**src/rtl/fv_cfg_pkg.sv**
```systemverilog
// feature-value bank configuration
// sizes of the bank and widths of the address fields
package fv_cfg_pkg;

    // one feature line and the node layout
    localparam int FV_LINE_W         = 64;
    localparam int FV_LINES_PER_NODE = 4;
    localparam int FV_NODES          = 64;

    // replay iteration grouping
    localparam int FV_NODES_PER_ITER = 8;
    localparam int FV_ITERS          = FV_NODES / FV_NODES_PER_ITER;

    // total lines held by the SRAM
    localparam int FV_DEPTH = FV_NODES * FV_LINES_PER_NODE;

    // field widths
    localparam int FV_LINE_IDX_W  = $clog2(FV_LINES_PER_NODE);
    localparam int FV_NODE_W      = $clog2(FV_NODES);
    localparam int FV_ITER_W      = $clog2(FV_ITERS);
    localparam int FV_ITER_NODE_W = $clog2(FV_NODES_PER_ITER);
    localparam int FV_ADDR_W      = $clog2(FV_DEPTH);
    localparam int FV_ITER_LINE_W = $clog2(FV_NODES_PER_ITER * FV_LINES_PER_NODE);

    // edge PE tag
    localparam int FV_PE_TAG_W = 2;

endpackage

```
**src/rtl/fv_pkt_pkg.sv**
```systemverilog
// feature-value bank packet formats
// request beat, stream beat to the small bank and edge PE beat
package fv_pkt_pkg;

    import fv_cfg_pkg::*;

    // request operation
    typedef enum logic [1:0] {
        op_write  = 2'd0,
        op_read   = 2'd1,
        op_stream = 2'd2
    } fv_op_t;

    // one request beat
    // last only matters for write bursts
    typedef struct packed {
        fv_op_t                 op;
        logic [FV_NODE_W-1:0]   node_id;
        logic [FV_ITER_W-1:0]   iter;
        logic [FV_PE_TAG_W-1:0] pe_tag;
        logic [FV_LINE_W-1:0]   data;
        logic                   last;
    } fv_req_t;

    // beat towards the small feature bank
    typedef struct packed {
        logic                      sos;
        logic                      eos;
        logic [FV_ITER_LINE_W-1:0] iter_line;
        logic [FV_LINE_W-1:0]      data;
    } fv_stream_beat_t;

    // beat back to an edge PE
    typedef struct packed {
        logic                   sos;
        logic                   eos;
        logic [FV_PE_TAG_W-1:0] pe_tag;
        logic [FV_LINE_W-1:0]   data;
    } fv_edge_beat_t;

endpackage

```
**src/rtl/fv_out_stage.sv**
```systemverilog
// output pipeline of the bank
// carries the beat tag past the SRAM read and fills in the line data
`timescale 1ns/10ps

module fv_out_stage #(
    parameter type beat_t = fv_pkt_pkg::fv_edge_beat_t
) (
    input  logic                             clk,
    input  logic                             reset,
    input  logic                             tag_valid,
    input  beat_t                            tag,
    input  logic [fv_cfg_pkg::FV_LINE_W-1:0] rdata,
    output logic                             out_valid,
    output beat_t                            out_beat
);

    // tag waiting for the SRAM
    logic  s1_valid;
    beat_t s1_beat;

    // tag with the read line filled in
    beat_t merged;

    always_comb begin
        merged      = s1_beat;
        merged.data = rdata;
    end

    always_ff @(posedge clk) begin
        if (reset) begin
            s1_valid  <= 1'b0;
            out_valid <= 1'b0;
        end else begin
            s1_valid  <= tag_valid;
            out_valid <= s1_valid;
        end
    end

    always_ff @(posedge clk) begin
        s1_beat  <= tag;
        out_beat <= merged;
    end

endmodule

```
**config.mk**
```make
export PLATFORM = sky130hd
export DESIGN_NAME = fv_out_stage
export DESIGN_NICKNAME = d
export VERILOG_FILES = /design/src/rtl/fv_cfg_pkg.sv /design/src/rtl/fv_pkt_pkg.sv /design/src/rtl/fv_out_stage.sv
export SDC_FILE = /design/constraint.sdc
export NUM_CORES = 1
export LEC_CHECK = 0
export ABC_AREA = 0
export BUFFER_PORTS_ARGS = -buffer_cell sky130_fd_sc_hd__buf_2
export CAP_MARGIN = 20
export CORE_ASPECT_RATIO = 1.4
export CORE_MARGIN = 8
export CORE_UTILIZATION = 27
export DETAILED_ROUTE_END_ITERATION = 10
export MAX_ROUTING_LAYER = met4
export PLACE_DENSITY = 0.75
export SLEW_MARGIN = 20
export SYNTH_ARGS = -nofsm -noshare
export SYNTH_HDL_FRONTEND = slang
export SYNTH_SLANG_ARGS = --single-unit
```
**constraint.sdc**
```tcl
create_clock -name clk -period 0.8 [get_ports clk]
set_input_delay 0.16 -clock clk [delete_from_list [all_inputs] [get_ports clk]]
set_output_delay 0.16 -clock clk [all_outputs]
set_load 0.02 [all_outputs]
```
# Word-level counts from Yosys, hierarchy flattened
# Cells that the tools add are included.
# totals
mem_bits_ro,0
elab_cells,9
register_bits,74
ram_bits,0
latchBits,0
mem_count,0
in_bits,135
# classes
n_eq_ne,0
n_bitwise,0
n_lt_le_gt_ge,0
shift,0
div_mod_pow,0
add_sub_neg,0
muxes,0
n_reduce_logical,0
mul,0

# Depth between registers and ports, before layout
# depth
depth_word,0
ltp_mapped,1

# Worst setup path after synthesis
# OpenSTA, ideal clock, no wires.
# synth_timing
path_kind,register to output
startpoint,register out_beat[0] (netlist name)
endpoint,output out_beat[0] (netlist name)
arrival_ps,395
n_path_buf,0
t_required_ps,640
stages_incl_launch_ff,1
slack_ps,245
path_cell_list,dfxtp_1
# synth_lines
item,line,source
from (decl),fv_out_stage.sv:14,output beat_t out_beat
from (signal assigned),fv_out_stage.sv:41,out_beat <= merged;
# No word-level cell between the ends.

# Worst setup path after layout
# layout_timing
startpoint,register out_beat[6] (netlist name)
endpoint,output out_beat[6] (netlist name)
# No word-level cell between the ends.

==> flow_summary.ini <==
[run_status]
status = finished, violations left
violations = negative setup slack

[floorplanning]
initial_core_util_pct = 27.4
core-area_um2 = 5450
die-area_um2 = 8200
top_level_ports = 204
die_h_um = 104
rows = 32
die_x_um = 78.9

[setup_path]
cp.arrival_ns = 0.79
path_buf_inv = 1
crit_family = flip-flops
crit_path_start_kind = flip-flop
cpPeakStageDelay_ns = 0.34
cp_max_fo = 1
cpMaxStageDelayCell = dfxtp_2
required_ns = 0.64
critPathKind = reg -> out
cp_cell_sequence = buf_6
end_kind = output pin

[route]
ant_nets = 0
drc_errors = 0
drtPass1Iterations = 3
via_count = 1437
drt_iter0_drc = 22
routed_wl_um = 6160
wl_per_cell_um = 16.7
via_per_inst = 3.90

[global_route]
antenna_found_initial = 0
grt_remaining_overflow = 0
grt_pass1_wl_um = 9050
grt_use_total_pct = 15.7
grt_pass1_vias = 1743
grt_start_max_net_pins = 13

[sta]
tightest_slew_ns = 0.107
period_needed_ns = 0.954
worst_slack_ns = -0.154
relSlewSlack_pct = 92.8
hold_viol_final = 0
setup_tns_ns = -9.37
final_max_slew_viol_count = 0
skew_ns = 0.00382
setup_viol = 69
rsz0062_at_grt = yes
max_clock_freq_ghz = 1.05
period_share_pct = 119

[power]
leakage_uw = 0.00174
share_comb_of_total_power_pct = 12.4
power.internal_uw = 7060
power_frac_seq_pct = 45.4
switchingPower_uw = 1790
fin_total_pwr_uw = 8850
netSwitchingFraction_pct = 20.2
pwr-share-clk_pct = 42.3
ir_worst_vdd_mv = 1.62
powerDensity_nw_per_um2 = 2360

[logic_synthesis]
synth.distinct_cells = 2
ys_async_sr_fraction_pct = 0
yosys-top-cells-count = dfxtp_1, nor2b_1
synth_edf_count = 0
synth.area.top_cells = dfxtp_1, nor2b_1
ys_seq_area_share_pct = 99.2
syn_area_um2 = 1490
postSynthAreaPerCell_um2 = 19.7
syn_inst = 76
yosysTopAreaCellShare_pct = 99.2
synth_most_common_cell = dfxtp_1
synth_seq_cells = 74
yosys_warnings = 0
synth_fp_nets = 211
ys.flop_type = dfxtp_1
yosysTopAreaCell = dfxtp_1

[final_layout]
num_antenna_cells = 0
nets = 430
fill_cells = 387
utilization_pct = 68.9
multiInputGateArea_um2 = 12.5
drive_above_1_share_pct = 74.3
ff_latch_area_um2 = 1570
areaGrowthSynthToFinish_pct = 151
postLayoutCellArea_um2 = 3750

[cts]
clock_sinks = 74
clk_latency_ns = 0.33
clockBufferDepth = 2
cts_buffers = 9
htreeDepth = 3
cts_tree = yes
cts-root-buf = clkbuf_8
path_clk_slew_ns = 0.07

[placed_design]
hpwl_um = 3360
place_area_um2 = 2270
numPortBuffers = 139
pre_cts_ws_ns = 0.174
place_congestion = 0.677

[min_path]
min_path_type = in -> reg

[run]
cap_violations = 0
-- power groups by stage --
stage	sequential [uW]	clock, uW	combinational, uW
CTS	4000	3820	1080
finish	4010	3740	1090
global placement	4000	0	589
global route	4030	3970	1140
detailed placement	4010	0	598
floorplan	4250	0	3.02
-- what timing repair did --
item                                    4_1_cts  5_1_grt
resized for setup                           207        0
endpoints found under the hold margin        70        0
pin swaps                                     0        0
endpoints found under the setup margin       69       69
cloned                                        0        0
setup buffers                                 0        0
hold buffers                                 69        0
-- kinds of logic (layout without fill, tap and decap cells) --
family,Yosys count,in the layout,synth area share (%)
AND/OR/NAND/NOR,2,2,0.837
buffers and inverters,0,224,0
flip-flops,74,74,99.2
-- state kept, by name, indices dropped and copies added, names as in the netlist --
signal,cells
out_beat,68
merged,4
out_valid,1
s1_valid,1
-- layout make-up --
class | count | share of cell area (%)
repair buffers | 208 | 48.5
clock buffers | 11 | 3.77
well taps | 68 | 2.27
flip-flops and latches | 74 | 41.8
multi-input cells | 2 | 0.334
clock inverters | 5 | 3.34
-- placed cells by master (no fill, tap or decap) --
cell type,n
buf_2,70
dlygate4sd3_1,69
dfxtp_2,69
buf_6,69
clkbuf_8,10
dfxtp_1,5
bufinv_16,4
nor2b_1,2
clkinv_2,1
clkbuf_1,1
-- worst paths after layout --
check | depth (start not counted) | from | endpoint | slack (ns)
min | 2 | tag_valid | s1_valid$_SDFF_PP0_ | 0.05
min reg2reg | 0 | merged[64]$_DFF_P_ | out_beat[64]$_DFF_P_ | 0.33
max reg2reg | 1 | s1_valid$_SDFF_PP0_ | out_valid$_SDFF_PP0_ | 0.28
max | 1 | out_beat[6]$_DFF_P_ | out_beat[6] | -0.15
-- through the flow --
| stage | std cells | hold WS (ns) |
|---|---|---|
| after global routing | 368 | 0.0388 |
| after CTS | 368 | 0.0301 |
| after global placement | 283 | 0.262 |
| after detailed placement | 283 | 0.264 |
| final | 368 | 0.0519 |
| after floorplan | 76 | 0.188 |
-- routing by layer --
metal | global-route usage (%) | part of all wire, % | vias up
met3 | 5.45 | 6.1 | 18
met4 | 10.1 | 3.5 | 0
met5 | - | 0 | -
met1 | 10.6 | 28 | 670
li1 | - | - | 672
met2 | 31.0 | 62 | 77
No activity file was read; power rests on OpenSTA's default activity.
