<file path="src/rtl/fv_cfg_pkg.sv">
// feature-value bank configuration
// sizes of the bank and widths of the address fields
package fv_cfg_pkg;

    // one feature line and the node layout
    localparam int FV_LINE_W         = 64;
    localparam int FV_LINES_PER_NODE = 4;
    localparam int FV_NODES          = 64;

    // replay iteration grouping
    localparam int FV_NODES_PER_ITER = 8;
    localparam int FV_ITERS          = FV_NODES / FV_NODES_PER_ITER;

    // total lines held by the SRAM
    localparam int FV_DEPTH = FV_NODES * FV_LINES_PER_NODE;

    // field widths
    localparam int FV_LINE_IDX_W  = $clog2(FV_LINES_PER_NODE);
    localparam int FV_NODE_W      = $clog2(FV_NODES);
    localparam int FV_ITER_W      = $clog2(FV_ITERS);
    localparam int FV_ITER_NODE_W = $clog2(FV_NODES_PER_ITER);
    localparam int FV_ADDR_W      = $clog2(FV_DEPTH);
    localparam int FV_ITER_LINE_W = $clog2(FV_NODES_PER_ITER * FV_LINES_PER_NODE);

    // edge PE tag
    localparam int FV_PE_TAG_W = 2;

endpackage

</file>
<file path="src/rtl/fv_beat_counter.sv">
// line and node counter for bursts and iteration streams
`timescale 1ns/10ps

module fv_beat_counter (
    input  logic                                  clk,
    input  logic                                  reset,
    input  logic                                  clear,
    input  logic                                  step,
    output logic [fv_cfg_pkg::FV_LINE_IDX_W-1:0]  line_idx,
    output logic [fv_cfg_pkg::FV_ITER_NODE_W-1:0] node_idx,
    output logic                                  last_line,
    output logic                                  last_node
);

    import fv_cfg_pkg::*;

    assign last_line = (line_idx == FV_LINE_IDX_W'(FV_LINES_PER_NODE - 1));
    assign last_node = (node_idx == FV_ITER_NODE_W'(FV_NODES_PER_ITER - 1));

    always_ff @(posedge clk) begin
        if (reset) begin
            line_idx <= '0;
            node_idx <= '0;
        end else if (clear) begin
            line_idx <= '0;
            node_idx <= '0;
        end else if (step) begin
            if (last_line) begin
                line_idx <= '0;
                // carry into the node count
                if (last_node) begin
                    node_idx <= '0;
                end else begin
                    node_idx <= node_idx + 1'b1;
                end
            end else begin
                line_idx <= line_idx + 1'b1;
            end
        end
    end

    // the controller must clear at the end of an iteration, never step past it
    a_no_step_past_end: assert property (@(posedge clk) disable iff (reset)
        (last_line && last_node && step) |-> clear);

endmodule

</file>
<file path="config.mk">
export PLATFORM = sky130hd
export DESIGN_NAME = fv_beat_counter
export DESIGN_NICKNAME = d
export VERILOG_FILES = /design/src/rtl/fv_cfg_pkg.sv /design/src/rtl/fv_beat_counter.sv
export SDC_FILE = /design/constraint.sdc
export NUM_CORES = 1
export LEC_CHECK = 0
export CORE_AREA = 5 5 42 44
export CTS_CLUSTER_DIAMETER = 150
export DETAILED_ROUTE_END_ITERATION = 7
export DIE_AREA = 0 0 47 49
export DONT_BUFFER_PORTS = 1
export REMOVE_ABC_BUFFERS = 1
export SLEW_MARGIN = 20
export SYNTH_ARGS = -nofsm -noshare
export SYNTH_HDL_FRONTEND = slang
export SYNTH_SLANG_ARGS = --single-unit
</file>
<file path="constraint.sdc">
create_clock -name clk -period 1.04 [get_ports clk]
set_input_delay 0.208 -clock clk [delete_from_list [all_inputs] [get_ports clk]]
set_output_delay 0.208 -clock clk [all_outputs]
set_load 0.1 [all_outputs]
</file>
* After elaboration in Yosys (flattened, before gate mapping)
Index checks and enable logic that the tools add are counted.
** Storage, ports and cells
- Logic and storage cells :: 10
- Output and inout port bits :: 7
- Bits in registers :: 5
- Bits of input ports :: 4
** Operators by class
- Mux-type cells :: 2
- Equal/unequal tests :: 2
- Add/subtract/negate cells :: 2
- Reduce and logical (&&, ||, !) cells :: 2
** Operator list (number)
- adder 3 x 1 -> 3 bit, second input constant :: 1
- equality test 3 bit, second input constant :: 1
- two-way mux 3 bit :: 1
- adder 2 x 1 -> 2 bit, second input constant :: 1
- equality test 2 bit, second input constant :: 1
- two-way mux 2 bit :: 1
- AND reduction 2 bit :: 1
- OR reduction 2 bit :: 1

* Depth between registers and ports, before layout
- Depth in word-level cells :: 2
- Mapped depth :: 4
- Gate-level depth less buffers :: 4

* Worst setup path after synthesis
No wires, ideal clock.
- Path kind :: register to register
- Start point :: register node_idx[0] (netlist name)
- End point :: register node_idx[0] (netlist name)
- Setup time :: 123 ps
- Arrival time :: 2326 ps
- Required time :: 917 ps
- Path buffers :: 0
- Cell stages (with the launch flop) :: 5
- Setup slack :: -1409 ps
- Period minus slack after synthesis :: 2449 ps
- Path through :: dfxtp_1 > ha_1 > ha_1 > nand4bb_1 > a21oi_1
** On the way
- Longest elaborated chain between the ends :: 2
- Elaborated cells on any way between the ends :: 3
- Classes of those cells :: add/sub: 1; eq/ne: 1; mux: 1
** RTL lines
- start, declared :: line fv_beat_counter.sv:10 : output logic [fv_cfg_pkg::FV_ITER_NODE_W-1:0] node_idx,
- start signal, assigned :: line fv_beat_counter.sv:34 : node_idx <= node_idx + 1'b1;
- equality test 3 bit :: line fv_beat_counter.sv:18 : assign last_node = (node_idx == FV_ITER_NODE_W'(FV_NODES_PER_ITER - 1));
- net last_node :: line fv_beat_counter.sv:12 : output logic last_node
- two-way mux 3 bit :: line fv_beat_counter.sv:31 : if (last_node) begin
The timed path passes the listed nets, and every way through them passes these cells.
A chain may end at the register's enable or synchronous reset.

* Worst setup path after layout
- Start point :: register node_idx[0] (netlist name)
- End point :: output port last_node
** On the way
- Longest elaborated chain between the ends :: 1
** RTL lines (line)
- equality test 3 bit :: fv_beat_counter.sv:18
- end, declared :: fv_beat_counter.sv:12
No other way between the ends.

==> metrics.txt <==
status complete, but fails checks; failing checks setup timing; Final ANT Viol Nets 0; HPWL after DPL 435 um; DRT Wirelength 683 um; Sequential Area 114 um2; DIE AREA 2300 um2; fraction of layout cells with a size suffix above 1 76.3%; Max-slew headroom 81.0%; CTS Root Cell clkbuf_4; Initial Util 18.8%; CTS Hold Bufs 0; post-synthesis cell area 263 um2; Setup-failing EPs final 9; worst r2r path cells 5; Wirelength per Cell 12.6 um; IR drop worst, VDD 0.712 mV; H-Tree Depth 1; Worst EP required 0.83 ns; DR DRC count 0; FF+latch count, synth 5; final setup margin -0.228 ns; Post-Synth Adder-Cell Area 14.3%; Startpoint Class flip-flop; met2 wire len 320 um; Distinct cells, synth 14; endpoints failing hold 0; Rows 14; multi-input logic area 195 um2; Syn Area/Cell 10.9 um2; M1 wire length 248 um; Yosys Warn Count 0; chip height 49 um; crit path max fanout 2; RD Place Congestion 0.656; Tmin final 1.27 ns; CP Class reg -> out; area grow syn2layout 96.2%; largest net degree at the start of global routing 10; final net count 46; final core occ 36.8%; CTS tree done; clock skew 0.00683 ns; fmax 788 MHz; CTS Buffer Depth 2; Crit path arrival time 1.06 ns; core footprint 1400 um2; DRT Pass-1 Iters 2; Post-Place Setup Slack -0.0823 ns; wire length on met3 114 um; largest family of logic cells by synthesized area compound AO/OA/AOI/OAI gates; # port buffers 0; vias in the first global route 255; Power Total 0.000471 W; Power Dens Cells 913 nW/um2; sequential share of the synthesized area 38.1%; worst-margin pin slew 0.285 ns; Hold Path Class in -> reg; Vias 243; gr ovfl total 0; RSZ-0062 raised after global routing yes; I/O pin count 11; CTS clk-pin slew, worst paths 0.05 ns; mux cell area share after synthesis 3.81%; GR Util All Layers 7.12%; Ant. Diodes 0; crit path to last_node; clk sink count 5; CTS Buf Count 3; drt initial violations 5; antenna violations before repair 0; Die X 47 um; fill cell count 151; reg2reg end node_idx[0]; Top Metal Used met3; Synth Area in XOR/XNOR 0%; crit share post-route 122%; R2R Setup Slk -0.11 ns; crit path launch node_idx[0]; Worst-Skew Late Latency 0.24 ns; leakage power 0.193 nW; Syn Inst Count 24; Worst setup EP type output port; routed vias/inst 4.50; post-synthesis compound-gate area fraction 20.5%; first-pass GRT wire length 1120 um; Max Cap Viol 0; RR Startpoint node_idx[0]; simple-gate share of the synthesized area 19.0%; fin. max-slew vios 0
## registers in the layout, summed over array words and instances, names as in the netlist
register  cells
line_idx      2
node_idx      3
## layer usage
layer / vias to the layer above / track usage, %
li1: 117 / -
met5: - / 0
met4: 0 / 1.38
met3: 0 / 8.12
met2: 12 / 9.73
met1: 114 / 7.28
## cell usage after synthesis
cell / n / share of area [%]
dfxtp_1: 5 / 38
a21bo_2: 3 / 11
a21oi_1: 3 / 5.7
ha_1: 3 / 14
a21oi_2: 1 / 3.3
buf_6: 1 / 4.3
mux2i_1: 1 / 3.8
nand2b_1: 1 / 2.4
nand3_1: 1 / 1.9
nand4b_1: 1 / 3.3
nand4bb_1: 1 / 4.3
nor2_1: 1 / 1.4
or2_2: 1 / 2.4
or3b_1: 1 / 3.3
## power by group
part           internal [W]  total [W]  switching [W]
logic             0.0000227  0.0000523      0.0000296
registers          0.000189   0.000192     0.00000314
clock network      0.000145   0.000227      0.0000815
## repair_timing
item                       4_1_cts  5_1_grt
resized for setup               25        5
setup buffers                    3        1
pin swaps                        5        1
setup endpoints to repair       11       11
## how the worst min path moves through the flow
stage | to | startpoint | depth (start not counted) | slack, ns
5_1_grt | node_idx[2] | step | 2 | 0.12
6_report | node_idx[1] | step | 2 | 0.13
2_1_floorplan | node_idx[2] | step | 2 | 0.36
4_1_cts | node_idx[2] | step | 2 | 0.12
3_3_place_gp | node_idx[2] | step | 2 | 0.36
3_5_place_dp | node_idx[2] | step | 2 | 0.37
## critical path, stage by stage, from the launching register on
cell and delay (ns):
dfxtp_2 0.33, ha_4 0.16, ha_4 0.16, buf_12 0.16
## stage by stage
step	cells	instance area (um2)	hold WS (ns)	setup TNS [ns]
2_1_floorplan	23	251	0.355	-9.05
3_3_place_gp	47	357	0.362	-0.229
3_5_place_dp	47	357	0.375	-0.322
4_1_cts	54	503	0.120	-0.811
5_1_grt	54	515	0.121	-1.25
6_report	54	515	0.130	-0.845
## final cells by class
type                            instances  area share, %
Tap cell                               16           3.88
Sequential cell                         5           22.1
Clock buffer                            4           5.10
Timing Repair Buffer                   11           31.1
Multi-Input combinational cell         18           37.9
## cell usage in the layout, fill, tap and decap left out, drive strengths merged, types with 3 or more instances in the layout
master and instances:
a21bo 3, ha 3, a21oi 4, clkbuf 4
dfxtp 5, buf 11
## logic make-up (layout without fill, tap and decap cells)
family | after synthesis | count (layout)
DFF | 5 | 5
and+or+nand+nor | 7 | 7
AOI/OAI and AO/OA | 7 | 7
buffers and inverters | 1 | 15
muxes | 1 | 1
adders and majority gates | 3 | 3
No activity file was read; power rests on OpenSTA's default activity.
