<file path="src/rtl/fv_cfg_pkg.sv">
// feature-value bank configuration
// sizes of the bank and widths of the address fields
package fv_cfg_pkg;

    // one feature line and the node layout
    localparam int FV_LINE_W         = 64;
    localparam int FV_LINES_PER_NODE = 4;
    localparam int FV_NODES          = 64;

    // replay iteration grouping
    localparam int FV_NODES_PER_ITER = 8;
    localparam int FV_ITERS          = FV_NODES / FV_NODES_PER_ITER;

    // total lines held by the SRAM
    localparam int FV_DEPTH = FV_NODES * FV_LINES_PER_NODE;

    // field widths
    localparam int FV_LINE_IDX_W  = $clog2(FV_LINES_PER_NODE);
    localparam int FV_NODE_W      = $clog2(FV_NODES);
    localparam int FV_ITER_W      = $clog2(FV_ITERS);
    localparam int FV_ITER_NODE_W = $clog2(FV_NODES_PER_ITER);
    localparam int FV_ADDR_W      = $clog2(FV_DEPTH);
    localparam int FV_ITER_LINE_W = $clog2(FV_NODES_PER_ITER * FV_LINES_PER_NODE);

    // edge PE tag
    localparam int FV_PE_TAG_W = 2;

endpackage

</file>
<file path="src/rtl/fv_pkt_pkg.sv">
// feature-value bank packet formats
// request beat, stream beat to the small bank and edge PE beat
package fv_pkt_pkg;

    import fv_cfg_pkg::*;

    // request operation
    typedef enum logic [1:0] {
        op_write  = 2'd0,
        op_read   = 2'd1,
        op_stream = 2'd2
    } fv_op_t;

    // one request beat
    // last only matters for write bursts
    typedef struct packed {
        fv_op_t                 op;
        logic [FV_NODE_W-1:0]   node_id;
        logic [FV_ITER_W-1:0]   iter;
        logic [FV_PE_TAG_W-1:0] pe_tag;
        logic [FV_LINE_W-1:0]   data;
        logic                   last;
    } fv_req_t;

    // beat towards the small feature bank
    typedef struct packed {
        logic                      sos;
        logic                      eos;
        logic [FV_ITER_LINE_W-1:0] iter_line;
        logic [FV_LINE_W-1:0]      data;
    } fv_stream_beat_t;

    // beat back to an edge PE
    typedef struct packed {
        logic                   sos;
        logic                   eos;
        logic [FV_PE_TAG_W-1:0] pe_tag;
        logic [FV_LINE_W-1:0]   data;
    } fv_edge_beat_t;

endpackage

</file>
<file path="src/rtl/fv_bank_fsm.sv">
// feature-value bank controller
// accepts write, read and stream requests and sequences the SRAM accesses
`timescale 1ns/10ps

module fv_bank_fsm (
    input  logic                                  clk,
    input  logic                                  reset,
    input  fv_pkt_pkg::fv_req_t                   req,
    input  logic                                  req_valid,
    input  logic [fv_cfg_pkg::FV_LINE_IDX_W-1:0]  line_idx,
    input  logic [fv_cfg_pkg::FV_ITER_NODE_W-1:0] node_idx,
    input  logic                                  last_line,
    input  logic                                  last_node,
    output logic                                  req_ready,
    output logic                                  mem_en,
    output logic                                  mem_we,
    output logic [fv_cfg_pkg::FV_ADDR_W-1:0]      mem_addr,
    output logic [fv_cfg_pkg::FV_LINE_W-1:0]      mem_wdata,
    output logic                                  cnt_clear,
    output logic                                  cnt_step,
    output logic                                  stream_tag_valid,
    output fv_pkt_pkg::fv_stream_beat_t           stream_tag,
    output logic                                  edge_tag_valid,
    output fv_pkt_pkg::fv_edge_beat_t             edge_tag
);

    import fv_cfg_pkg::*;
    import fv_pkt_pkg::*;

    typedef enum logic [1:0] {
        st_idle   = 2'd0,
        st_write  = 2'd1,
        st_read   = 2'd2,
        st_stream = 2'd3
    } state_t;

    state_t state;
    state_t state_next;

    logic                   accept;
    logic [FV_NODE_W-1:0]   node_q;
    logic [FV_ITER_W-1:0]   iter_q;
    logic [FV_PE_TAG_W-1:0] tag_q;

    // requests only in idle and between write beats
    assign req_ready = (state == st_idle) || (state == st_write);
    assign accept    = req_valid && req_ready;

    // write data comes straight from the request beat
    assign mem_wdata = req.data;

    always_comb begin
        state_next       = state;
        mem_en           = 1'b0;
        mem_we           = 1'b0;
        mem_addr         = '0;
        cnt_clear        = 1'b0;
        cnt_step         = 1'b0;
        stream_tag_valid = 1'b0;
        stream_tag       = '0;
        edge_tag_valid   = 1'b0;
        edge_tag         = '0;

        case (state)
            st_idle: begin
                if (accept) begin
                    case (req.op)
                        op_write: begin
                            // first beat lands on line 0 at once
                            mem_en   = 1'b1;
                            mem_we   = 1'b1;
                            mem_addr = {req.node_id, {FV_LINE_IDX_W{1'b0}}};
                            if (!req.last) begin
                                cnt_step   = 1'b1;
                                state_next = st_write;
                            end
                        end
                        op_read:   state_next = st_read;
                        op_stream: state_next = st_stream;
                        default:   state_next = st_idle;
                    endcase
                end
            end

            st_write: begin
                if (accept) begin
                    mem_en   = 1'b1;
                    mem_we   = 1'b1;
                    mem_addr = {node_q, line_idx};
                    // a fourth beat closes the burst even without last
                    if (req.last || last_line) begin
                        cnt_clear  = 1'b1;
                        state_next = st_idle;
                    end else begin
                        cnt_step = 1'b1;
                    end
                end
            end

            st_read: begin
                mem_en          = 1'b1;
                mem_addr        = {node_q, line_idx};
                edge_tag_valid  = 1'b1;
                edge_tag.sos    = (line_idx == '0);
                edge_tag.eos    = last_line;
                edge_tag.pe_tag = tag_q;
                if (last_line) begin
                    cnt_clear  = 1'b1;
                    state_next = st_idle;
                end else begin
                    cnt_step = 1'b1;
                end
            end

            st_stream: begin
                mem_en               = 1'b1;
                mem_addr             = {iter_q, node_idx, line_idx};
                stream_tag_valid     = 1'b1;
                stream_tag.sos       = (node_idx == '0) && (line_idx == '0);
                stream_tag.eos       = last_line && last_node;
                stream_tag.iter_line = {node_idx, line_idx};
                if (last_line && last_node) begin
                    cnt_clear  = 1'b1;
                    state_next = st_idle;
                end else begin
                    cnt_step = 1'b1;
                end
            end

            default: state_next = st_idle;
        endcase
    end

    always_ff @(posedge clk) begin
        if (reset) begin
            state <= st_idle;
        end else begin
            state <= state_next;
        end
    end

    // request fields held for the whole burst
    always_ff @(posedge clk) begin
        if (accept && (state == st_idle)) begin
            node_q <= req.node_id;
            iter_q <= req.iter;
            tag_q  <= req.pe_tag;
        end
    end

    // every burst must start from line 0 of node 0
    a_cnt_zero_in_idle: assert property (@(posedge clk) disable iff (reset)
        (state == st_idle) |-> (line_idx == '0) && (node_idx == '0));

endmodule

</file>
<file path="config.mk">
export PLATFORM = sky130hd
export DESIGN_NAME = fv_bank_fsm
export DESIGN_NICKNAME = d
export VERILOG_FILES = /design/src/rtl/fv_cfg_pkg.sv /design/src/rtl/fv_pkt_pkg.sv /design/src/rtl/fv_bank_fsm.sv
export SDC_FILE = /design/constraint.sdc
export NUM_CORES = 1
export LEC_CHECK = 0
export BUFFER_PORTS_ARGS = -buffer_cell sky130_fd_sc_hd__clkbuf_2
export CAP_MARGIN = 20
export CORE_AREA = 4 4 117 119
export CTS_CLUSTER_DIAMETER = 120
export DETAILED_ROUTE_END_ITERATION = 8
export DIE_AREA = 0 0 121 123
export SETUP_SLACK_MARGIN = 0.2
export SKIP_CTS_REPAIR_TIMING = 1
export SLEW_MARGIN = 20
export SYNTH_ARGS = -nofsm -noshare
export SYNTH_HDL_FRONTEND = slang
export SYNTH_SLANG_ARGS = --single-unit
</file>
<file path="constraint.sdc">
create_clock -name clk -period 3.3 [get_ports clk]
set_input_delay 0.33 -clock clk [delete_from_list [all_inputs] [get_ports clk]]
set_output_delay 0.33 -clock clk [all_outputs]
set_load 0.05 [all_outputs]
</file>
Yosys cells after proc, flatten, opt, wreduce, memory -nomap -nowiden
Index checks and enable logic that the tools add are counted.
{"block": "totals", "register_bits": 13, "input_bits": 88}
{"block": "classes", "n_eq_ne": 11, "muxes": 34, "reduce_logical": 12}
{"operator": "8-bit case mux with 4 select lines", "n": 1}
{"operator": "8-bit two-way mux", "n": 3}
{"operator": "1-bit two-way mux", "n": 16}
{"operator": "2-bit two-way mux", "n": 6}
{"operator": "2-bit inequality test, second input constant", "n": 4}
{"operator": "2-bit case mux with 4 select lines", "n": 1}
{"operator": "7-bit two-way mux", "n": 1}
{"operator": "2-bit == test, second input constant", "n": 3}
{"operator": "2-bit zero test", "n": 3}
{"operator": "1-bit case mux with 3 select lines", "n": 2}
{"operator": "2-bit case mux with 3 select lines", "n": 1}
{"operator": "6-bit AND reduction", "n": 1}
{"operator": "2-bit by 1-bit == test with 1-bit output, second input constant", "n": 2}
{"operator": "1-bit logical AND", "n": 4}
{"operator": "4-bit two-way mux", "n": 1}
{"operator": "1-bit case mux with 4 select lines", "n": 1}
{"operator": "3-bit zero test", "n": 1}
{"operator": "3-bit inequality test, second input constant", "n": 1}
{"operator": "1-bit logical OR", "n": 2}
{"operator": "2-bit by 1-bit inequality test with 1-bit output, second input constant", "n": 1}
{"operator": "1-bit case mux with 2 select lines", "n": 1}
{"operator": "2-bit OR reduction", "n": 1}

Logic depth before layout (Yosys ltp)
Gate-level depths: netlist (run 1).
{"block": "logic_depth", "depth_word": 5, "ltp_mapped": 5, "depth_no_buf": 5}

Least setup slack after synthesis (run 1)
No wires, ideal clock.
{"block": "synth_timing", "kind": "register -> output", "start": "register state[1]", "end": "output port edge_tag[67] (netlist bit)", "t_arrival_ns": 2.177, "slack_ns": 0.793, "path_stages_with_launch": 4, "cell_sequence": "dfxtp_1 > inv_1 > buf_6 > nor4_1"}
{"item": "from (decl)", "line": "fv_bank_fsm.sv:37", "source": "state_t state;"}
{"item": "from (signal assigned)", "line": "fv_bank_fsm.sv:136", "source": "state <= st_idle;"}
{"item": "from (signal assigned)", "line": "fv_bank_fsm.sv:138", "source": "state <= state_next;"}
{"item": "to (decl)", "line": "fv_bank_fsm.sv:24", "source": "output fv_pkt_pkg::fv_edge_beat_t edge_tag"}

==> results of run 1 <==
[metrics by stage]
stage | utilization (%) | area (µm²) | power [µW]
finish | 14.5 | 1820 | 921
floorplan | - | 2760 | 964
CTS | 14.5 | 1820 | 934
detailed placement | 13.8 | 1740 | 687
global placement | 13.8 | 1740 | 686
global route | 14.5 | 1820 | 968
[synth_stat cells (3+ instances only)]
cell and n:
buf_6 3, a221o_1 6, and2_1 4, inv_1 5, edfxtp_1 11, a21oi_1 3, buf_4 193, nor2_1 11
and3_1 8, mux2i_1 6
[worst paths after layout]
path                         start                     to  slack, ns
max          state[1]$_SDFFE_PP0P_           edge_tag[67]       1.06
min                        req[65]     tag_q[0]$_DFFE_PP_       0.26
max reg2reg  state[0]$_SDFFE_PP0P_    iter_q[2]$_DFFE_PP_       1.74
min reg2reg  state[0]$_SDFFE_PP0P_  state[0]$_SDFFE_PP0P_       0.70
[flip-flops by register name, summed over array words and instances (netlist names)]
register  flops
tag_q         2
iter_q        3
node_q        6
state         2
[routing by layer]
layer	global-route usage, %	up-vias
met5	0	-
met4	5.45	0
met3	3.48	40
met2	8.51	129
met1	7.03	545
li1	-	537
[power groups by stage]
stage / combinational (µW) / sequential [µW] / clock (µW)
global placement: 480 / 207 / 0
floorplan: 763 / 201 / 0
CTS: 480 / 204 / 250
finish: 481 / 204 / 235
global route: 503 / 207 / 258
detailed placement: 480 / 207 / 0
[critical path: cells and delay by family, from the launching register on]
family | cells | cell delay [ns]
buf+inv | 2 | 0.68
flops | 1 | 0.53
simple gates | 1 | 0.45
[cells by family after synthesis]
family	count (synthesis)
other cells	1
buf+inv	203
simple gates	36
mux	6
flops	13
fa+ha+maj	2
compound gates	16
[cell type report]
cell class / instances / area, µm²
fill: 1456 / 10800
multi-input combinational: 188 / 880
sequential: 13 / 370
timing repair buffer: 50 / 253
tap: 172 / 215
clock buffer: 3 / 75.1
inverter: 5 / 18.8
clock inverter: 1 / 5.00
==> results.tsv, run 1 <==
stage	metric	value	unit
timing	relSlewSlack	58.4	%
setup_path	cp-end-kind	output port	
synth	synthCells	277	
detailed_routing	antenna_left	0	
timing	period_needed	2.24	ns
die	io_pins	306	
detailed_routing	route.met3.wl	875	µm
placement	placed_cells	428	
synth	yosys.area_share.xor_xnor	0	%
grt	grt_pass1_wl	6720	µm
clock_tree	cts_root_buf	clkbuf_16	
detailed_routing	wl_met2	2350	µm
detailed_routing	wl_met1	1890	µm
power_and_ir_drop	ir_worst_vdd	0.000126	V
detailed_routing	drc	0	
power_and_ir_drop	p_sw	521	µW
synth	synth_top_area_cell	buf_4	
min_path	worstHoldPathType	in -> reg	
clock_tree	cts_sinks	13	
detailed_routing	top_layer	met4	
placement	hpwl	4740	µm
job	cap_violations	0	
synth	synth_seq_cells	13	
timing	finalCritPeriodShare	68.0	%
synth	synth_mux_area_share	2.63	%
finish	nNetsFinal	351	
setup_path	crit_chain	inv_1 > nor4_1 > clkbuf_2	
synth	synthTopCellsByArea	buf_4 (63%), edfxtp_1 (14%), a221o_1 (2.6%)	
placement	globalplace.congestion	0.711	
detailed_routing	drtIter0Drc	55	
timing	tightest_slew	0.624	ns
detailed_routing	vias_per_cell	2.90	
synth	netlist.area_leader.share	63.4	%
synth	synth_compound_area_share	5.37	%
power_and_ir_drop	p_int	400	µW
synth	netlist_area	2280	µm²
detailed_routing	detail_route.wl_per_cell	12.7	µm
finish	final_cell_mix	conb_1 (128), clkbuf_2 (49), nor2_1 (11), edfxtp_1 (11), and3_1 (8)	
min_path	hold-path-cell-count	1	
clock_tree	cts_tree	yes	
clock_tree	cts_buffers	3	
timing	setup_viol	0	
synth	synthFlopType	edfxtp_1	
die	fp.dieH	123	µm
power_and_ir_drop	p_leak	0.000999	µW
power_and_ir_drop	power_density	507	nW/µm²
synth	synth_fa_ha_area_share	1.10	%
finish	drive_gt1_share	21.2	%
synth	synth_top_family_by_area	buffers and inverters	
detailed_routing	dr.pass1.iters	4	
power_and_ir_drop	combPwrFrac	52.3	%
synth	ys_types	29	
grt	grt_pass1_vias	1016	
finish	final-instance-count-excl-fill	432	
power_and_ir_drop	power_frac_seq	22.2	%
placement	place_ws	1.33	ns
setup_path	crit_path_max_incr_delay	0.53	ns
setup_path	startpoint_type	flip-flop	
die	die_w	121	µm
finish	mostFrequentLayoutCell	conb_1	
run_status	outcome	complete, no violations	
setup_path	reg2regPathDepth	2	
grt	track_usage	6.28	%
finish	area_delta_synth_final	-20.5	%
synth	syn_area_per_cell	8.25	µm²
setup_path	cpMaxStageDelayCell	dfxtp_1	
grt	overflow	0	
synth	synth_seq_area_share	16.2	%
timing	hold_slack	0.261	ns
timing	rsz0062_at_grt	false	
die	std_cell_rows	41	
clock_tree	clk_path_buf_depth	2	
timing	setup_slack	1.06	ns
setup_path	worstPathArrival	1.91	ns
die	fp.coreArea	12600	µm²
clock_tree	cts_max_level	1	
finish	n_antenna_cell	0	
synth	synth-async-reset-ratio	0	%
setup_path	path_max_fanout	13	
die	start_util	18.2	%
synth	synth-edff-count	11	
detailed_routing	routed_wl	5470	µm
detailed_routing	vias	1251	
setup_path	cp.required	2.97	ns
power_and_ir_drop	p_clk_share	25.5	%
synth	synth-simple-area-share	8.38	%
placement	portBuffers	49	
grt	antenna_found_initial	0	
clock_tree	clock_latency	0.24	ns
timing	slew_viol_final	0	
clock_tree	path_clk_slew	0.05	ns
synth	synth_warnings	0	
timing	fin_tns_setup	0	ns
timing	hold_viol_final	0	
power_and_ir_drop	swShare	56.5	%
die	die-area	14900	µm²
grt	grt_max_degree	14	
timing	max_freq	446	MHz
setup_path	worstSetupPathType	reg -> out	
timing	skew	0.00141	ns
Power figures use the tool's default switching activity.
==> run 2: changes to the inputs <==
--- a/config.mk
+++ b/config.mk
@@ -5,12 +5,13 @@
 export SDC_FILE = /design/constraint.sdc
 export NUM_CORES = 1
 export LEC_CHECK = 0
+export ABC_AREA = 1
 export BUFFER_PORTS_ARGS = -buffer_cell sky130_fd_sc_hd__clkbuf_2
 export CAP_MARGIN = 20
-export CORE_AREA = 4 4 117 119
+export CORE_AREA = 4 4 115 117
 export CTS_CLUSTER_DIAMETER = 120
 export DETAILED_ROUTE_END_ITERATION = 8
-export DIE_AREA = 0 0 121 123
+export DIE_AREA = 0 0 119 121
 export SETUP_SLACK_MARGIN = 0.2
 export SKIP_CTS_REPAIR_TIMING = 1
 export SLEW_MARGIN = 20
==> constraint.sdc (replaced) <==
create_clock -name clk -period 2.23 [get_ports clk]
set_input_delay 0.223 -clock clk [delete_from_list [all_inputs] [get_ports clk]]
set_output_delay 0.223 -clock clk [all_outputs]
set_load 0.05 [all_outputs]
==> results.tsv, run 2 <==
stage	metric	value	unit	change
run_status	outcome	complete, no violations		
detailed_routing	antenna_left	0		unchanged
die	die_w	119	µm	-1.7%
clock_tree	path_clk_slew	0.05	ns	about the same
finish	reg_top3	node_q (6), iter_q (3)		
timing	skew	0.00533	ns	+0.00392 ns
grt	global_route.usage.met2	8.69	%	+0.18 points
grt	antenna_found_initial	0		unchanged
clock_tree	cts_buffers	3		unchanged
synth	synth-edff-count	11		unchanged
clock_tree	clk_path_buf_depth	2		unchanged
synth	syn_area_per_cell	7.50	µm²	-9.1%
timing	hold_slack	0.152	ns	-0.109 ns
die	fp.coreArea	12400	µm²	-1.6%
detailed_routing	detail_route.wl_per_cell	10.3	µm	-18%
finish	mostFrequentLayoutCell	conb_1		
finish	nNetsFinal	383		+9.1%
die	fp.dieH	121	µm	-1.6%
timing	finalCritPeriodShare	85.4	%	
timing	rsz0062_at_grt	false		
detailed_routing	dr.pass1.iters	4		unchanged
placement	globalplace.congestion	0.755		+6.2%
grt	overflow	0		unchanged
finish	largest_register_ffs	6		unchanged
setup_path	worstSetupPathType	reg -> out		
min_path	worstHoldStart	req[66]		
detailed_routing	drc	0		unchanged
die	std_cell_rows	41		unchanged
clock_tree	cts_sinks	13		unchanged
synth	synth-async-reset-ratio	0	%	unchanged
finish	area_delta_synth_final	-17.2	%	
detailed_routing	vias	1271		+1.6%
synth	synth_most_common_cell	buf_4		
timing	setup_viol	0		unchanged
job	cap_violations	0		unchanged
setup_path	startpoint	state[1]$_SDFFE_PP0P_		
synth	netlist_area	2260	µm²	-0.88%
clock_tree	cts_max_level	1		unchanged
grt	grt_max_degree	12		-2
synth	synth_warnings	0		unchanged
setup_path	critPathTopFamily	buffers and inverters		
synth	synthFlopType	edfxtp_1		
power_and_ir_drop	p_leak	0.00108	µW	+8.4%
grt	gr-usage-met3	3.73	%	+0.25 points
setup_path	crit_path_max_incr_delay	0.46	ns	-0.07 ns
power_and_ir_drop	ir_worst_vdd	0.000359	V	+180%
setup_path	cpMaxStageDelayCell	dfxtp_1		
synth	synth_common_cells	buf_4 (192), nand2_1 (27), nor2_1 (21)		
detailed_routing	routed_wl	4790	µm	-12%
grt	met1_usage	5.84	%	-1.2 points
timing	max_freq	525	MHz	
grt	grt_pass1_wl	6290	µm	-6.5%
synth	synthCells	302		+9.0%
setup_path	cp.required	2.01	ns	-0.96 ns
grt	track_usage	5.74	%	-0.54 points
clock_tree	cts_tree	yes		
timing	period_needed	1.90	ns	
timing	hold_viol_final	0		unchanged
clock_tree	clock_latency	0.24	ns	about the same
finish	final_cell_mix	conb_1 (128), clkbuf_2 (48), nand2_1 (27)		
grt	top_usage_layer	met2		
synth	ys_types	22		-24%
setup_path	critical-path-top-cell-by-count	inv_2		
setup_path	cp-end-kind	output port		
die	start_util	18.3	%	+0.14 points
setup_path	crit_chain	inv_2 > nor2_4 > inv_2 > o21ai_4 > a21oi_1 > nand2_1 > clkbuf_2		
clock_tree	cts_root_buf	clkbuf_16		
timing	fin_tns_setup	0	ns	unchanged
synth	synthTopCellsByArea	buf_4 (64%), edfxtp_1 (15%), nand2_1 (4.5%)		
finish	drive_gt1_share	24.7	%	+3.5 points
placement	portBuffers	49		unchanged
synth	netlist.area_leader.share	63.6	%	+0.23 points
die	io_pins	306		unchanged
setup_path	worstPathArrival	1.68	ns	-0.23 ns
power_and_ir_drop	power_density	929	nW/µm²	+83%
die	die-area	14400	µm²	-3.3%
placement	hpwl	4320	µm	-8.7%
setup_path	startpoint_type	flip-flop		
detailed_routing	drtIter0Drc	32		-42%
finish	num-fill-cells	1455		-0.069%
setup_path	r2r-start	state[1]$_SDFFE_PP0P_		
synth	synth_seq_cells	13		unchanged
finish	n_antenna_cell	0		unchanged
timing	slew_viol_final	0		unchanged
synth	synth_seq_area_share	16.4	%	+0.14 points
synth	synth_top_area_cell	buf_4		
setup_path	path_max_fanout	6		-7
setup_path	critPathBufInv	3		+1
grt	grt_pass1_vias	1052		+3.5%
min_path	worstHoldPathType	in -> reg		
detailed_routing	vias_per_cell	2.74		-5.4%
finish	largest_register	node_q		
==> run 2: cell count changes in the layout (fill, tap and decap cells not counted), sizes merged, moves of 4 or more <==
cell / delta
nand2: +28
inv: +15
nor2: +13
and3: -8
a221o: -6
mux2i: -6
and2: -4
nand3: +4
==> run 2: metal layers <==
layer / share of wire, % / wire length [µm] / up-vias
met2: 45 / 2170 / 126
met3: 17 / 791 / 36
met4: 5.3 / 252 / 0
met5: 0 / 0 / -
met1: 33 / 1580 / 528
li1: - / - / 581
==> run 2: layout make-up <==
type                       instances  area, µm²  area share (%)
clock buffer                       4       78.8            4.20
inverter                          20       75.1            4.00
multi-input combinational        204        875            46.6
sequential                        13        372            19.8
tap                              172        215            11.5
timing repair buffer              51        260            13.9
==> run 2: path summary, 6_finish.rpt <==
check | end | slack [ns] | depth (start not counted)
max reg2reg | node_q[5]$_DFFE_PP_ | 0.92 | 4
min | tag_q[1]$_DFFE_PP_ | 0.15 | 1
min reg2reg | state[1]$_SDFFE_PP0P_ | 0.60 | 2
max | mem_addr[2] | 0.33 | 7
==> run 2: per-stage QoR <==
step	power (µW)	utilization [%]	cells	setup WS [ns]	area, µm²
global route	1830	15.2	464	0.216	1880
floorplan	1720	-	429	0.228	2760
detailed placement	1410	14.5	460	0.460	1800
finish	1740	15.2	464	0.326	1880
global placement	1400	14.5	460	0.529	1800
CTS	1760	15.2	464	0.193	1870
==> run 2: power breakdown <==
| part | internal [µW] | switching [µW] |
|---|---|---|
| clock network | 242 | 105 |
| registers | 308 | 26.3 |
| logic | 134 | 928 |
| total | 683 | 1060 |
==> run 2: kinds of logic (layout without fill, tap and decap cells) <==
group                      Yosys count  in the layout  share of synthesized area, %
adders and majority gates            2              2                          1.10
other                                1            128                         0.166
DFF                                 13             13                          16.4
buffers and inverters              212             75                          67.0
and+or+nand+nor                     64             64                          12.5
AOI/OAI and AO/OA                   10             10                          2.87
==> run 3: changes to the inputs <==
--- a/config.mk
+++ b/config.mk
@@ -6,12 +6,13 @@
 export NUM_CORES = 1
 export LEC_CHECK = 0
 export ABC_AREA = 1
-export BUFFER_PORTS_ARGS = -buffer_cell sky130_fd_sc_hd__clkbuf_2
 export CAP_MARGIN = 20
-export CORE_AREA = 4 4 115 117
+export CORE_AREA = 4 4 116 118
 export CTS_CLUSTER_DIAMETER = 120
 export DETAILED_ROUTE_END_ITERATION = 8
-export DIE_AREA = 0 0 119 121
+export DIE_AREA = 0 0 120 122
+export DONT_BUFFER_PORTS = 1
+export HOLD_SLACK_MARGIN = 0.03
 export SETUP_SLACK_MARGIN = 0.2
 export SKIP_CTS_REPAIR_TIMING = 1
 export SLEW_MARGIN = 20
==> results.tsv, run 3 (synthesis results as in run 2) <==
stage	metric	value	unit	change
detailed_routing	drtIter0Drc	20		-38%
clock_tree	cts_tree	yes		
timing	setup_viol	0		unchanged
timing	fin_tns_setup	0	ns	unchanged
detailed_routing	dr.pass1.iters	4		unchanged
setup_path	startpoint_type	flip-flop		
finish	mostFrequentLayoutCell	conb_1		
die	start_util	18.2	%	-0.15 points
setup_path	worstSetupPathType	reg -> out		
grt	grt_pass1_vias	935		-11%
power_and_ir_drop	p_leak	0.00102	µW	-5.8%
clock_tree	path_clk_slew	0.05	ns	about the same
timing	skew	0.00285	ns	-0.00248 ns
die	io_pins	306		unchanged
timing	period_needed	1.93	ns	+0.0211 ns
setup_path	worstPathArrival	1.70	ns	+0.02 ns
finish	final_cell_mix	conb_1 (128), nand2_1 (27), nor2_1 (21)		
clock_tree	clk_path_buf_depth	2		unchanged
finish	design_area	1890	µm²	+0.93%
power_and_ir_drop	combPwrFrac	62.9	%	+2.0 points
clock_tree	cts_max_level	1		unchanged
grt	grt_pass1_wl	5750	µm	-8.6%
grt	overflow	0		unchanged
finish	largest_register_ffs	6		unchanged
setup_path	cp.required	2.01	ns	about the same
detailed_routing	routed_wl	4780	µm	-0.15%
min_path	worstHoldPathType	in -> reg		
setup_path	cp-end-kind	output port		
finish	drive_gt1_share	18.7	%	-5.9 points
finish	largest_register	node_q		
power_and_ir_drop	power_density	964	nW/µm²	+3.8%
clock_tree	cts_sinks	13		unchanged
die	fp.coreArea	12500	µm²	+0.83%
power_and_ir_drop	ir_worst_vdd	0.000433	V	+21%
timing	max_freq	519	MHz	-1.1%
clock_tree	cts_root_buf	clkbuf_16		
power_and_ir_drop	p_sw	1060	µW	about the same
finish	n_antenna_cell	0		unchanged
die	die_w	120	µm	+0.84%
die	fp.dieH	122	µm	+0.83%
power_and_ir_drop	p_int	767	µW	+12%
setup_path	path_max_fanout	7		+1
clock_tree	cts_buffers	3		unchanged
run_status	outcome	complete, no violations		
power_and_ir_drop	power_frac_seq	18.4	%	-0.8 points
die	die-area	14600	µm²	+1.7%
placement	hpwl	4320	µm	about the same
finish	nNetsFinal	358		-6.5%
timing	slew_viol_final	0		unchanged
finish	area_delta_synth_final	-16.4	%	
grt	grt_max_degree	12		unchanged
detailed_routing	vias_per_cell	2.69		-1.9%
die	std_cell_rows	41		unchanged
timing	finalCritPeriodShare	86.3	%	+0.95 points
placement	globalplace.congestion	0.819		+8.5%
placement	portBuffers	0		-100%
finish	reg_top3	node_q (6), iter_q (3)		
timing	hold_viol_final	0		unchanged
detailed_routing	detail_route.wl_per_cell	10.9	µm	+5.5%
detailed_routing	vias	1180		-7.2%
grt	track_usage	5.37	%	-0.37 points
grt	antenna_found_initial	0		unchanged
detailed_routing	drc	0		unchanged
placement	dpl_cell_area	1810	µm²	+0.84%
power_and_ir_drop	swShare	58.0	%	-2.8 points
timing	rsz0062_at_grt	false		
clock_tree	clock_latency	0.24	ns	about the same
detailed_routing	antenna_left	0		unchanged
job	cap_violations	0		unchanged
finish	num-fill-cells	1468		+0.89%
power_and_ir_drop	p_clk_share	18.7	%	-1.2 points
## run 3: changes by cell type in the layout (fill, tap and decap cells not counted), sizes merged
cell / previous run / this run
buf: 3 / 26
clkbuf: 52 / 3
clkinv: 0 / 1
## run 3: power groups by stage
| stage | clock network, µW | registers [µW] | logic [µW] |
|---|---|---|---|
| 5_1_grt | 371 | 339 | 1210 |
| 4_1_cts | 357 | 333 | 1160 |
| 2_1_floorplan | 0 | 334 | 1390 |
| 6_report | 341 | 336 | 1150 |
| 3_3_place_gp | 0 | 336 | 1160 |
| 3_5_place_dp | 0 | 338 | 1160 |
## run 3: worst paths after layout
path	from	end	slack (ns)	cells past startpoint
worst min-delay path	req[69]	iter_q[2]$_DFFE_PP_	0.08	0
worst max register to register	state[1]$_SDFFE_PP0P_	node_q[1]$_DFFE_PP_	0.74	4
worst min register to register	state[1]$_SDFFE_PP0P_	state[1]$_SDFFE_PP0P_	0.55	2
worst max-delay path	state[1]$_SDFFE_PP0P_	mem_addr[5]	0.30	7
## run 3: worst max-delay path, stage by stage (launching register included)
cell	delay, ns
dfxtp_2	0.36
inv_2	0.27
nand2_1	0.19
nor3_2	0.13
buf_4	0.18
nand2_1	0.06
nand3_1	0.13
buf_12	0.15
## run 3: final cells by class
cell class | count | area (µm²) | area share, %
Multi-Input combinational cell | 204 | 880 | 46.5
Sequential cell | 13 | 373 | 19.7
Timing Repair Buffer | 26 | 270 | 14.3
Tap cell | 172 | 215 | 11.4
Clock buffer | 3 | 75.1 | 3.97
Inverter | 20 | 75.1 | 3.97
Clock inverter | 1 | 5.00 | 0.264
## run 3: metrics by stage
stage	hold WS (ns)	setup WS [ns]	cells	utilization, %	power [µW]
after floorplan	0.322	0.228	429	-	1720
after global placement	0.322	0.494	435	14.5	1490
after detailed placement	0.322	0.464	435	14.5	1490
after CTS	0.0690	0.203	439	15.2	1850
after global routing	0.0620	0.202	439	15.2	1920
final	0.0754	0.305	439	15.2	1830
## run 3: layer usage
layer  vias up  track usage [%]  part of all wire (%)  wire (µm)
met4         0             4.15                   6.1        294
met3        30             3.11                    17        793
met1       494             5.06                    30       1420
met5         -                0                     0          0
li1        532                -                     -          -
met2       124             8.61                    48       2280
